**config.mk**
```make
export PLATFORM = sky130hd
export DESIGN_NAME = decode_stage
export DESIGN_NICKNAME = d
export VERILOG_FILES = /design/src/decode_pkg.sv /design/src/decode_if.sv /design/src/instr_replay.sv /design/src/op_decoder.sv /design/src/operand_gen.sv /design/src/hazard_unit.sv /design/src/decode_out_reg.sv /design/src/decode_stage.sv
export SDC_FILE = /design/constraint.sdc
export NUM_CORES = 1
export LEC_CHECK = 0
export ABC_AREA = 1
export ABC_CLOCK_PERIOD_IN_PS = 2500
export BUFFER_PORTS_ARGS = -buffer_cell sky130_fd_sc_hd__buf_2
export CORE_ASPECT_RATIO = 0.75
export CORE_UTILIZATION = 50
export CTS_CLUSTER_DIAMETER = 50
export CTS_CLUSTER_SIZE = 20
export DETAILED_ROUTE_END_ITERATION = 6
export HOLD_SLACK_MARGIN = 0.12
export PLACE_DENSITY = 0.89
export SLEW_MARGIN = 20
export SYNTH_ARGS = -nofsm -noshare
export SYNTH_HDL_FRONTEND = slang
export SYNTH_SLANG_ARGS = --single-unit
```
**constraint.sdc**
```tcl
create_clock -name clk -period 2.5 [get_ports clk]
set_input_delay 0.375 -clock clk [delete_from_list [all_inputs] [get_ports clk]]
set_output_delay 0.375 -clock clk [all_outputs]
set_load 0.02 [all_outputs]
```
**src/decode_pkg.sv**
```systemverilog
/*
 * Shared types and constants for the decode stage
 * Word and register index types, operation and format enums,
 * the canonical NOP encoding and the RV32 major opcodes
 */
package decode_pkg;

    typedef logic [31:0] word_t;
    typedef logic [4:0]  reg_addr_t;

    // Operations seen by the execute stage
    typedef enum logic [5:0] {
        NOP, LUI, ADD, SUB, SLL, SLT, SLTU, XOR, SRL, SRA, OR, AND,
        MUL, MULH, MULHSU, MULHU, DIV, DIVU, REM, REMU,
        JAL, JALR, BEQ, BNE, BLT, BGE, BLTU, BGEU,
        LB, LH, LW, LBU, LHU, SB, SH, SW,
        INVALID
    } op_e;

    typedef enum logic [2:0] {
        R_TYPE,
        I_TYPE,
        S_TYPE,
        B_TYPE,
        U_TYPE,
        J_TYPE
    } fmt_e;

    // ADDI x0, x0, 0
    localparam word_t NOP_INSTR = 32'h0000_0013;

    // Major opcodes in instr[6:0]
    localparam logic [6:0] OPC_LUI      = 7'b0110111;
    localparam logic [6:0] OPC_AUIPC    = 7'b0010111;
    localparam logic [6:0] OPC_JAL      = 7'b1101111;
    localparam logic [6:0] OPC_JALR     = 7'b1100111;
    localparam logic [6:0] OPC_BRANCH   = 7'b1100011;
    localparam logic [6:0] OPC_LOAD     = 7'b0000011;
    localparam logic [6:0] OPC_STORE    = 7'b0100011;
    localparam logic [6:0] OPC_OP_IMM   = 7'b0010011;
    localparam logic [6:0] OPC_OP       = 7'b0110011;
    localparam logic [6:0] OPC_MISC_MEM = 7'b0001111;

endpackage

```
**src/decode_if.sv**
```systemverilog
/*
 * Decoded instruction bundle
 * Driven by the operation decoder, read by operand, hazard and output logic
 */
`timescale 1ns/100ps

interface decode_if;
    import decode_pkg::*;

    word_t  instr;
    op_e    op;
    fmt_e   fmt;
    logic   invalid;

    modport decoder (
        output instr, op, fmt, invalid
    );

    modport consumer (
        input instr, op, fmt, invalid
    );

endinterface

```
**src/instr_replay.sv**
```systemverilog
/*
 * Instruction replay buffer
 * Re-presents the last instruction after a hazard or a stall
 */
`timescale 1ns/100ps

module instr_replay (
    input  logic              clk,
    input  logic              reset_n,
    input  logic              enable_i,
    input  logic              hazard_i,
    input  decode_pkg::word_t instr_i,
    output decode_pkg::word_t instr_o
);
    import decode_pkg::*;

    word_t last_instr;
    logic  last_hazard;
    logic  last_stall;

    // Flags start set so the first cycle decodes a NOP
    always_ff @(posedge clk or negedge reset_n) begin
        if (!reset_n) begin
            last_instr  <= NOP_INSTR;
            last_hazard <= 1'b1;
            last_stall  <= 1'b1;
        end else begin
            last_instr  <= instr_o;
            last_hazard <= hazard_i;
            last_stall  <= !enable_i;
        end
    end

    assign instr_o = (last_hazard || last_stall) ? last_instr : instr_i;

endmodule

```
**src/op_decoder.sv**
```systemverilog
/*
 * Operation decoder for RV32IM
 * Maps opcode, funct3 and funct7 to an operation, a format and an illegal flag
 */
`timescale 1ns/100ps

module op_decoder (
    input  decode_pkg::word_t instr_i,
    decode_if.decoder         dec
);
    import decode_pkg::*;

    logic [6:0] opcode;
    logic [2:0] funct3;
    logic [6:0] funct7;
    op_e        op_branch;
    op_e        op_load;
    op_e        op_store;
    op_e        op_imm;
    op_e        op_reg;
    op_e        op;
    fmt_e       fmt;

    assign opcode = instr_i[6:0];
    assign funct3 = instr_i[14:12];
    assign funct7 = instr_i[31:25];

    ////////////////////////////////////////////////////////////////////////////
    // Per-opcode funct decoding
    ////////////////////////////////////////////////////////////////////////////

    always_comb begin
        case (funct3)
            3'b000:  op_branch = BEQ;
            3'b001:  op_branch = BNE;
            3'b100:  op_branch = BLT;
            3'b101:  op_branch = BGE;
            3'b110:  op_branch = BLTU;
            3'b111:  op_branch = BGEU;
            default: op_branch = INVALID;
        endcase
    end

    always_comb begin
        case (funct3)
            3'b000:  op_load = LB;
            3'b001:  op_load = LH;
            3'b010:  op_load = LW;
            3'b100:  op_load = LBU;
            3'b101:  op_load = LHU;
            default: op_load = INVALID;
        endcase
    end

    always_comb begin
        case (funct3)
            3'b000:  op_store = SB;
            3'b001:  op_store = SH;
            3'b010:  op_store = SW;
            default: op_store = INVALID;
        endcase
    end

    // Only the shift immediates constrain funct7
    always_comb begin
        case (funct3)
            3'b000:  op_imm = ADD;
            3'b001:  op_imm = (funct7 == 7'b0000000) ? SLL : INVALID;
            3'b010:  op_imm = SLT;
            3'b011:  op_imm = SLTU;
            3'b100:  op_imm = XOR;
            3'b101:  op_imm = (funct7 == 7'b0000000) ? SRL :
                              (funct7 == 7'b0100000) ? SRA : INVALID;
            3'b110:  op_imm = OR;
            default: op_imm = AND;
        endcase
    end

    always_comb begin
        case ({funct7, funct3})
            10'b0000000_000: op_reg = ADD;
            10'b0100000_000: op_reg = SUB;
            10'b0000000_001: op_reg = SLL;
            10'b0000000_010: op_reg = SLT;
            10'b0000000_011: op_reg = SLTU;
            10'b0000000_100: op_reg = XOR;
            10'b0000000_101: op_reg = SRL;
            10'b0100000_101: op_reg = SRA;
            10'b0000000_110: op_reg = OR;
            10'b0000000_111: op_reg = AND;
            // M extension
            10'b0000001_000: op_reg = MUL;
            10'b0000001_001: op_reg = MULH;
            10'b0000001_010: op_reg = MULHSU;
            10'b0000001_011: op_reg = MULHU;
            10'b0000001_100: op_reg = DIV;
            10'b0000001_101: op_reg = DIVU;
            10'b0000001_110: op_reg = REM;
            10'b0000001_111: op_reg = REMU;
            default:         op_reg = INVALID;
        endcase
    end

    ////////////////////////////////////////////////////////////////////////////
    // Operation and format
    ////////////////////////////////////////////////////////////////////////////

    always_comb begin
        case (opcode)
            OPC_LUI:      op = LUI;
            OPC_AUIPC:    op = ADD;
            OPC_JAL:      op = JAL;
            OPC_JALR:     op = JALR;
            OPC_BRANCH:   op = op_branch;
            OPC_LOAD:     op = op_load;
            OPC_STORE:    op = op_store;
            OPC_OP_IMM:   op = op_imm;
            OPC_OP:       op = op_reg;
            // FENCE has no effect on this in-order core
            OPC_MISC_MEM: op = (funct3 == 3'b000) ? NOP : INVALID;
            default:      op = INVALID;
        endcase
    end

    always_comb begin
        case (opcode)
            OPC_JALR, OPC_LOAD, OPC_OP_IMM: fmt = I_TYPE;
            OPC_STORE:                      fmt = S_TYPE;
            OPC_BRANCH:                     fmt = B_TYPE;
            OPC_LUI, OPC_AUIPC:             fmt = U_TYPE;
            OPC_JAL:                        fmt = J_TYPE;
            default:                        fmt = R_TYPE;
        endcase
    end

    assign dec.instr   = instr_i;
    assign dec.op      = op;
    assign dec.fmt     = fmt;
    assign dec.invalid = (op == INVALID);

endmodule

```
**src/operand_gen.sv**
```systemverilog
/*
 * Immediate extraction and operand selection
 * Also drives the register-file read addresses
 */
`timescale 1ns/100ps

module operand_gen (
    decode_if.consumer             dec,
    input  decode_pkg::word_t      pc_i,
    input  decode_pkg::word_t      rs1_data_i,
    input  decode_pkg::word_t      rs2_data_i,
    output decode_pkg::word_t      first_op_o,
    output decode_pkg::word_t      second_op_o,
    output decode_pkg::word_t      third_op_o,
    output decode_pkg::reg_addr_t  rs1_o,
    output decode_pkg::reg_addr_t  rs2_o
);
    import decode_pkg::*;

    word_t instr;
    word_t imm;

    assign instr = dec.instr;

    // Sign-extended immediate by format, zero for R
    always_comb begin
        case (dec.fmt)
            I_TYPE:  imm = {{21{instr[31]}}, instr[30:20]};
            S_TYPE:  imm = {{21{instr[31]}}, instr[30:25], instr[11:7]};
            B_TYPE:  imm = {{20{instr[31]}}, instr[7], instr[30:25], instr[11:8], 1'b0};
            U_TYPE:  imm = {instr[31:12], 12'b0};
            J_TYPE:  imm = {{12{instr[31]}}, instr[19:12], instr[20], instr[30:21], 1'b0};
            default: imm = '0;
        endcase
    end

    ////////////////////////////////////////////////////////////////////////////
    // Operand muxes
    ////////////////////////////////////////////////////////////////////////////

    assign first_op_o = (dec.fmt == U_TYPE || dec.fmt == J_TYPE) ? pc_i : rs1_data_i;

    assign second_op_o = (dec.fmt == R_TYPE || dec.fmt == B_TYPE) ? rs2_data_i : imm;

    // Store data rides on the third operand
    assign third_op_o = (dec.fmt == S_TYPE) ? rs2_data_i : imm;

    assign rs1_o = instr[19:15];
    assign rs2_o = instr[24:20];

endmodule

```
**src/hazard_unit.sv**
```systemverilog
/*
 * Hazard detection against the previously issued instruction
 * Locked destination register, pending store flag and delayed rd
 */
`timescale 1ns/100ps

module hazard_unit (
    input  logic                   clk,
    input  logic                   reset_n,
    input  logic                   enable_i,
    input  logic                   jumped_i,
    decode_if.consumer             dec,
    output logic                   hazard_o,
    output decode_pkg::reg_addr_t  rd_o
);
    import decode_pkg::*;

    reg_addr_t locked_rd;
    logic      locked_store;
    reg_addr_t rs1;
    reg_addr_t rs2;
    logic      use_rs1;
    logic      use_rs2;
    logic      hazard_rs1;
    logic      hazard_rs2;
    logic      hazard_mem;

    assign rs1 = dec.instr[19:15];
    assign rs2 = dec.instr[24:20];

    // U and J read no register, I reads only rs1
    assign use_rs1 = (dec.fmt == R_TYPE) || (dec.fmt == I_TYPE) ||
                     (dec.fmt == S_TYPE) || (dec.fmt == B_TYPE);
    assign use_rs2 = (dec.fmt == R_TYPE) || (dec.fmt == S_TYPE) || (dec.fmt == B_TYPE);

    assign hazard_rs1 = use_rs1 && (rs1 != '0) && (rs1 == locked_rd);
    assign hazard_rs2 = use_rs2 && (rs2 != '0) && (rs2 == locked_rd);
    assign hazard_mem = locked_store && (dec.instr[6:0] == OPC_LOAD);

    assign hazard_o = (hazard_rs1 || hazard_rs2 || hazard_mem) && enable_i && !jumped_i;

    ////////////////////////////////////////////////////////////////////////////
    // Lock of the last issued instruction
    ////////////////////////////////////////////////////////////////////////////

    always_ff @(posedge clk or negedge reset_n) begin
        if (!reset_n) begin
            locked_rd    <= '0;
            locked_store <= 1'b0;
        end else if (hazard_o) begin
            // Bubble issued, nothing left in flight
            locked_rd    <= '0;
            locked_store <= 1'b0;
        end else if (enable_i) begin
            locked_rd    <= dec.instr[11:7];
            locked_store <= (dec.instr[6:0] == OPC_STORE);
        end
    end

    always_ff @(posedge clk or negedge reset_n) begin
        if (!reset_n) begin
            rd_o <= '0;
        end else if (enable_i) begin
            rd_o <= locked_rd;
        end
    end

endmodule

```
**src/decode_out_reg.sv**
```systemverilog
/*
 * Decode output pipeline register
 * Issues the decoded instruction or a bubble, flags illegal and misaligned fetch
 */
`timescale 1ns/100ps

module decode_out_reg #(
    parameter bit COMPRESSED = 1'b1
) (
    input  logic               clk,
    input  logic               reset_n,
    input  logic               enable_i,
    input  logic               hazard_i,
    decode_if.consumer         dec,
    input  decode_pkg::word_t  pc_i,
    input  decode_pkg::word_t  first_op_i,
    input  decode_pkg::word_t  second_op_i,
    input  decode_pkg::word_t  third_op_i,
    output decode_pkg::word_t  first_op_o,
    output decode_pkg::word_t  second_op_o,
    output decode_pkg::word_t  third_op_o,
    output decode_pkg::word_t  pc_o,
    output decode_pkg::word_t  instr_o,
    output decode_pkg::op_e    op_o,
    output logic               exc_illegal_o,
    output logic               exc_misaligned_o
);
    import decode_pkg::*;

    logic misaligned;

    // Halfword alignment is enough with compressed fetch
    assign misaligned = COMPRESSED ? pc_i[0] : (pc_i[1:0] != 2'b00);

    always_ff @(posedge clk or negedge reset_n) begin
        if (!reset_n) begin
            first_op_o       <= '0;
            second_op_o      <= '0;
            third_op_o       <= '0;
            pc_o             <= '0;
            instr_o          <= '0;
            op_o             <= NOP;
            exc_illegal_o    <= 1'b0;
            exc_misaligned_o <= 1'b0;
        end else if (hazard_i) begin
            // Bubble
            first_op_o       <= '0;
            second_op_o      <= '0;
            third_op_o       <= '0;
            pc_o             <= '0;
            instr_o          <= '0;
            op_o             <= NOP;
            exc_illegal_o    <= 1'b0;
            exc_misaligned_o <= 1'b0;
        end else if (enable_i) begin
            first_op_o       <= first_op_i;
            second_op_o      <= second_op_i;
            third_op_o       <= third_op_i;
            pc_o             <= pc_i;
            instr_o          <= dec.instr;
            op_o             <= dec.op;
            exc_illegal_o    <= dec.invalid;
            exc_misaligned_o <= misaligned;
        end
    end

endmodule

```
**src/decode_stage.sv**
```systemverilog
/*
 * Decode stage top level
 * Replay buffer, decoder, operand generator, hazard unit and output register
 */
`timescale 1ns/100ps

module decode_stage #(
    parameter bit COMPRESSED = 1'b1
) (
    input  logic                   clk,
    input  logic                   reset_n,
    input  logic                   enable_i,
    input  logic                   jumped_i,
    input  decode_pkg::word_t      instr_i,
    input  decode_pkg::word_t      pc_i,
    input  decode_pkg::word_t      rs1_data_i,
    input  decode_pkg::word_t      rs2_data_i,
    output decode_pkg::reg_addr_t  rs1_o,
    output decode_pkg::reg_addr_t  rs2_o,
    output decode_pkg::reg_addr_t  rd_o,
    output decode_pkg::word_t      first_op_o,
    output decode_pkg::word_t      second_op_o,
    output decode_pkg::word_t      third_op_o,
    output decode_pkg::word_t      pc_o,
    output decode_pkg::word_t      instr_o,
    output decode_pkg::op_e        op_o,
    output logic                   hazard_o,
    output logic                   exc_illegal_o,
    output logic                   exc_misaligned_o
);
    import decode_pkg::*;

    word_t instr;
    word_t first_op;
    word_t second_op;
    word_t third_op;

    decode_if dec_bus ();

    instr_replay i_instr_replay (
        .clk      (clk),
        .reset_n  (reset_n),
        .enable_i (enable_i),
        .hazard_i (hazard_o),
        .instr_i  (instr_i),
        .instr_o  (instr)
    );

    op_decoder i_op_decoder (
        .instr_i (instr),
        .dec     (dec_bus.decoder)
    );

    operand_gen i_operand_gen (
        .dec         (dec_bus.consumer),
        .pc_i        (pc_i),
        .rs1_data_i  (rs1_data_i),
        .rs2_data_i  (rs2_data_i),
        .first_op_o  (first_op),
        .second_op_o (second_op),
        .third_op_o  (third_op),
        .rs1_o       (rs1_o),
        .rs2_o       (rs2_o)
    );

    hazard_unit i_hazard_unit (
        .clk      (clk),
        .reset_n  (reset_n),
        .enable_i (enable_i),
        .jumped_i (jumped_i),
        .dec      (dec_bus.consumer),
        .hazard_o (hazard_o),
        .rd_o     (rd_o)
    );

    decode_out_reg #(
        .COMPRESSED (COMPRESSED)
    ) i_decode_out_reg (
        .clk              (clk),
        .reset_n          (reset_n),
        .enable_i         (enable_i),
        .hazard_i         (hazard_o),
        .dec              (dec_bus.consumer),
        .pc_i             (pc_i),
        .first_op_i       (first_op),
        .second_op_i      (second_op),
        .third_op_i       (third_op),
        .first_op_o       (first_op_o),
        .second_op_o      (second_op_o),
        .third_op_o       (third_op_o),
        .pc_o             (pc_o),
        .instr_o          (instr_o),
        .op_o             (op_o),
        .exc_illegal_o    (exc_illegal_o),
        .exc_misaligned_o (exc_misaligned_o)
    );

endmodule

```
==> summary.md <==
- buffer cell driving the clock tree root: sky130_fd_sc_hd__clkbuf_16
- TritonCTS Sinks: 207
- unique cell type count in the Yosys netlist: 36
- setup slack, reg-to-reg: -0.32 ns
- fin crit share: 117.4%
- final layout net count: 1,924
- setup skew after layout: 0.02540 ns
- Sum Neg Setup Slack: -22.06 ns
- standard cell area after detailed placement: 13,290 um^2
- detailed-route wire length per cell: 18.90 um
- combinational family with the most area after synthesis: simple AND/OR/NAND/NOR gates
- Worst Tran Pin Value: 0.7239 ns
- largest stage delay on the critical path: 0.58 ns
- clock network fraction of design power: 34.1%
- Simple-Gate Fraction of Synth Area: 26.00%
- class of the worst hold path: in -> reg
- setup repair after global routing missed its margin: true
- portion of netlist area occupied by mux cells: 1.211%
- r2r worst-path depth: 16
- max frequency: 0.3408 GHz
- Worst path most repeated cell: sky130_fd_sc_hd__buf_6
- Leakage Power: 7.993 nW
- area growth from synthesis to layout: 39.94%
- vias in the first global route: 10,407
- outcome: complete, but fails checks
- number of cells in the design after placement: 2,016
- critical hold path startpoint: pc_i[28]
- I/O pin total: 316
- width of the die: 171.3 um
- number of port buffers: 315
- Remaining DRCs: 13
- ratio of cells with drive above 1 in the final layout: 40.42%
- Final Routed Wirelength: 39,640 um
- fin. max-slew vios: 0
- pin count of the biggest net entering global routing: 90
- Initial Util: 50.87%
- clock tree from TritonCTS: done
- Cell Chain, Critical Path: inv_2 -> nand2_4 -> buf_6 -> buf_6 -> o21ai_4 -> nand2_2 -> nand2_2 -> nor2_2 -> nand2_1 -> nor2_2 -> nand3_2 -> a21oi_4 -> buf_6
- Synth Area in Compound Gates: 15.65%
- post-route minimum period: 2.934 ns
- post-route antenna net violation count: 0
- later-pin clock latency in the skew report: 0.53 ns
- DPL Wire Length: 26,470 um
- Final setup violation count: 168
- sequential share of power: 38.2%
- DR vias: 11,570
- Remaining Overflow, GRT: 0
- post-route worst hold slack: 0.1144 ns
- area of the die: 22,090 um^2
- vias per cell: 5.517
- Setup crit end kind: primary output
- area of combinational cells with multiple inputs: 5042 um^2
- Hold Fails Final Rpt: 0
- net load switching power: 3.768 mW
- worst setup path category: reg -> out
- first-pass GRT wire length: 55,630 um
- peak supply drop: 481.6 uV
- H-tree levels: 1
- Comb pwr share: 27.7%
- Site Rows: 46
- Die Span Y: 129.0 um
- critical-path cell with the highest stage delay: sky130_fd_sc_hd__dfstp_2
- cell area after synthesis: 10,750 um^2
- tightest slew margin relative to the limit: 51.23%
- First-pass DRT Iterations: 7
- Max Fanout on Critical Path: 6
- maximum root-to-sink buffer count: 3
- area of the placeable core: 21,120 um^2
- parity-gate share of the synthesized area counting xor and xnor cells: 0.08151%
- final cell area excluding filler cells: 15,040 um^2
- number of warning messages in the yosys log: 0
- failing checks: DRC, setup timing
- post-layout instance count excluding filler cells: 2,097
- switching fraction of total power: 36.24%
- sequential share of the synthesized area: 48.27%
- cell-internal power: 6.628 mW
- FF+latch count, synth: 207
- r2r startpoint: i_instr_replay.last_stall
- final worst slack: -0.4343 ns
- antenna violations before repair: 3
- Worst R2R End: i_decode_out_reg.second_op_o[26]
- CTS clock-pin slew for the worst setup and hold paths: 0.08 ns
- syn nets: 1,499
- number of clock buffers inserted by TritonCTS: 23
- nature of the critical path startpoint: register
- leading cell types in the layout, fill and taps excluded: sky130_fd_sc_hd__nand2_1, sky130_fd_sc_hd__buf_2, sky130_fd_sc_hd__dfrtp_1, sky130_fd_sc_hd__buf_4, sky130_fd_sc_hd__inv_1
- number of DRC violations after detailed-routing iteration 0: 1,373
- post-synthesis instance total: 1,365
- placer's final routability congestion estimate: 0.9959
- mean area per synthesized cell: 7.872 um^2
- Hold Path Cell Cnt: 3
- sink of the worst hold path: i_decode_out_reg.pc_o[28]
- Worst Path Arrival: 2.56 ns
- final core utilization: 71.19%
- footprint of the flip-flops and latches: 5186 um^2
- required arrival time at the worst endpoint: 2.12 ns
- total power divided by cell area: 691.4 nW/um^2
- most frequent standard cell in the layout excluding fill and tap cells: sky130_fd_sc_hd__nand2_1
- Post-Synth Adder-Cell Area: 0.2329%
- total of max-cap violations: 0
- global-route usage over all layers: 32.46%
- final-layout fill cell count: 1,529
## stage by stage
step / setup WS, ns / total power, mW
2_1_floorplan: 0.1510 / 5.446
4_1_cts: -0.3037 / 10.13
3_5_place_dp: -0.08703 / 6.547
5_1_grt: -0.5274 / 10.80
6_report: -0.4343 / 10.40
3_3_place_gp: -0.04747 / 6.480
## critical path: cells and delay by family (launching register included)
family | cells | cell delay [ns]
buf+inv | 4 | 0.48
compound gates | 2 | 0.31
simple gates | 7 | 0.67
flops | 1 | 0.58
## metal layers
metal	global-route usage (%)	wire length, um	vias up
li1	-	-	5194
met1	40.87	15320	5454
met2	53.06	18240	732
met3	6.982	3842	186
met4	16.44	2221	4
met5	0	27	-
## flip-flops by register name (all words and copies together) (netlist names), 5 cells and up
register                      count
i_decode_out_reg.instr_o         32
i_decode_out_reg.op_o             6
i_hazard_unit.rd_o                5
i_instr_replay.last_instr        32
i_decode_out_reg.pc_o            32
i_decode_out_reg.third_op_o      32
i_decode_out_reg.second_op_o     32
i_decode_out_reg.first_op_o      32
## cell type report
cell class	instances	area share [%]
flip-flops and latches	207	34.49
multi-input cells	972	33.53
repair buffers	476	21.37
clock buffers	24	3.853
inverters	110	2.779
well taps	288	2.396
clock inverters	17	1.531
diodes	3	0.04993
## cell families (layout without fill, tap and decap cells)
logic type / count (synthesis) / after routing
and+or+nand+nor: 687 / 688
AOI/OAI and AO/OA: 268 / 268
DFF: 207 / 207
buffers and inverters: 187 / 627
muxes: 13 / 13
adders and majority gates: 2 / 2
xor gates and xnor gates: 1 / 1
other: 0 / 3
## worst max path at each step
| stage | from | to | slack (ns) | cells past startpoint |
|---|---|---|---|---|
| 2_1_floorplan | i_instr_replay.last_hazard | i_decode_out_reg.second_op_o[20] | 0.15 | 16 |
| 3_3_place_gp | i_instr_replay.last_stall | i_decode_out_reg.op_o[5] | -0.05 | 14 |
| 3_5_place_dp | i_instr_replay.last_hazard | i_decode_out_reg.pc_o[24] | -0.09 | 14 |
| 4_1_cts | i_instr_replay.last_stall | hazard_o | -0.30 | 15 |
| 5_1_grt | i_instr_replay.last_stall | hazard_o | -0.53 | 13 |
| 6_report | i_instr_replay.last_hazard | hazard_o | -0.43 | 13 |
## synthesized netlist by cell type
| master | instances | area, um^2 |
|---|---|---|
| sky130_fd_sc_hd__ha_1 | 2 | 25.02 |
| sky130_fd_sc_hd__xor2_1 | 1 | 8.760 |
| sky130_fd_sc_hd__buf_2 | 14 | 70.07 |
| sky130_fd_sc_hd__o211ai_1 | 2 | 15.01 |
| sky130_fd_sc_hd__nand2_1 | 499 | 1873 |
| sky130_fd_sc_hd__o21ai_0 | 143 | 715.7 |
| sky130_fd_sc_hd__nand3_1 | 40 | 200.2 |
| sky130_fd_sc_hd__nor2_4 | 5 | 56.30 |
| sky130_fd_sc_hd__nor2_1 | 95 | 356.6 |
| sky130_fd_sc_hd__nand3b_1 | 2 | 15.01 |
| sky130_fd_sc_hd__buf_4 | 16 | 120.1 |
| sky130_fd_sc_hd__or2_2 | 12 | 75.07 |
| sky130_fd_sc_hd__buf_6 | 8 | 90.09 |
| sky130_fd_sc_hd__o21bai_1 | 1 | 7.510 |
| sky130_fd_sc_hd__dfstp_2 | 5 | 131.4 |
| sky130_fd_sc_hd__o21ai_1 | 9 | 45.04 |
| sky130_fd_sc_hd__inv_1 | 103 | 386.6 |
| sky130_fd_sc_hd__o2111ai_1 | 1 | 8.760 |
| sky130_fd_sc_hd__clkbuf_2 | 1 | 5.000 |
| sky130_fd_sc_hd__dfrtp_1 | 202 | 5055 |
| sky130_fd_sc_hd__a21oi_1 | 19 | 95.09 |
| sky130_fd_sc_hd__nand4_1 | 8 | 50.05 |
| sky130_fd_sc_hd__buf_8 | 7 | 105.1 |
| sky130_fd_sc_hd__inv_2 | 7 | 26.28 |
| sky130_fd_sc_hd__a21boi_0 | 2 | 15.01 |
| sky130_fd_sc_hd__o22ai_1 | 6 | 37.54 |
| sky130_fd_sc_hd__nor3_1 | 2 | 10.01 |
| sky130_fd_sc_hd__o21ai_2 | 82 | 718.2 |
| sky130_fd_sc_hd__nand3_2 | 2 | 20.02 |
| sky130_fd_sc_hd__clkbuf_1 | 31 | 116.4 |
| sky130_fd_sc_hd__mux2i_1 | 13 | 130.1 |
| sky130_fd_sc_hd__a31oi_1 | 1 | 6.260 |
| sky130_fd_sc_hd__nand2_2 | 13 | 81.33 |
| sky130_fd_sc_hd__and2_1 | 4 | 25.02 |
| sky130_fd_sc_hd__a21oi_2 | 2 | 17.52 |
| sky130_fd_sc_hd__nor2_2 | 5 | 31.28 |
## repair_timing
item / 4_1_cts / 5_1_grt
gates resized for setup: 42 / 141
endpoints found under the hold margin: 52 / 1
endpoints found under the setup margin: 155 / 170
cloned: 0 / 14
hold buffers: 5 / 1
buffers inserted: 8 / 10
pin swaps: 11 / 22
## power by group through the flow
| stage | sequential (mW) | clock (mW) | combinational, mW |
|---|---|---|---|
| 3_5_place_dp | 4.01 | 0 | 2.54 |
| 4_1_cts | 3.96 | 3.57 | 2.61 |
| 2_1_floorplan | 4.40 | 0 | 1.05 |
| 3_3_place_gp | 4.00 | 0 | 2.49 |
| 5_1_grt | 4.01 | 3.71 | 3.09 |
| 6_report | 3.97 | 3.55 | 2.88 |
No activity file was read; power rests on OpenSTA's default activity.
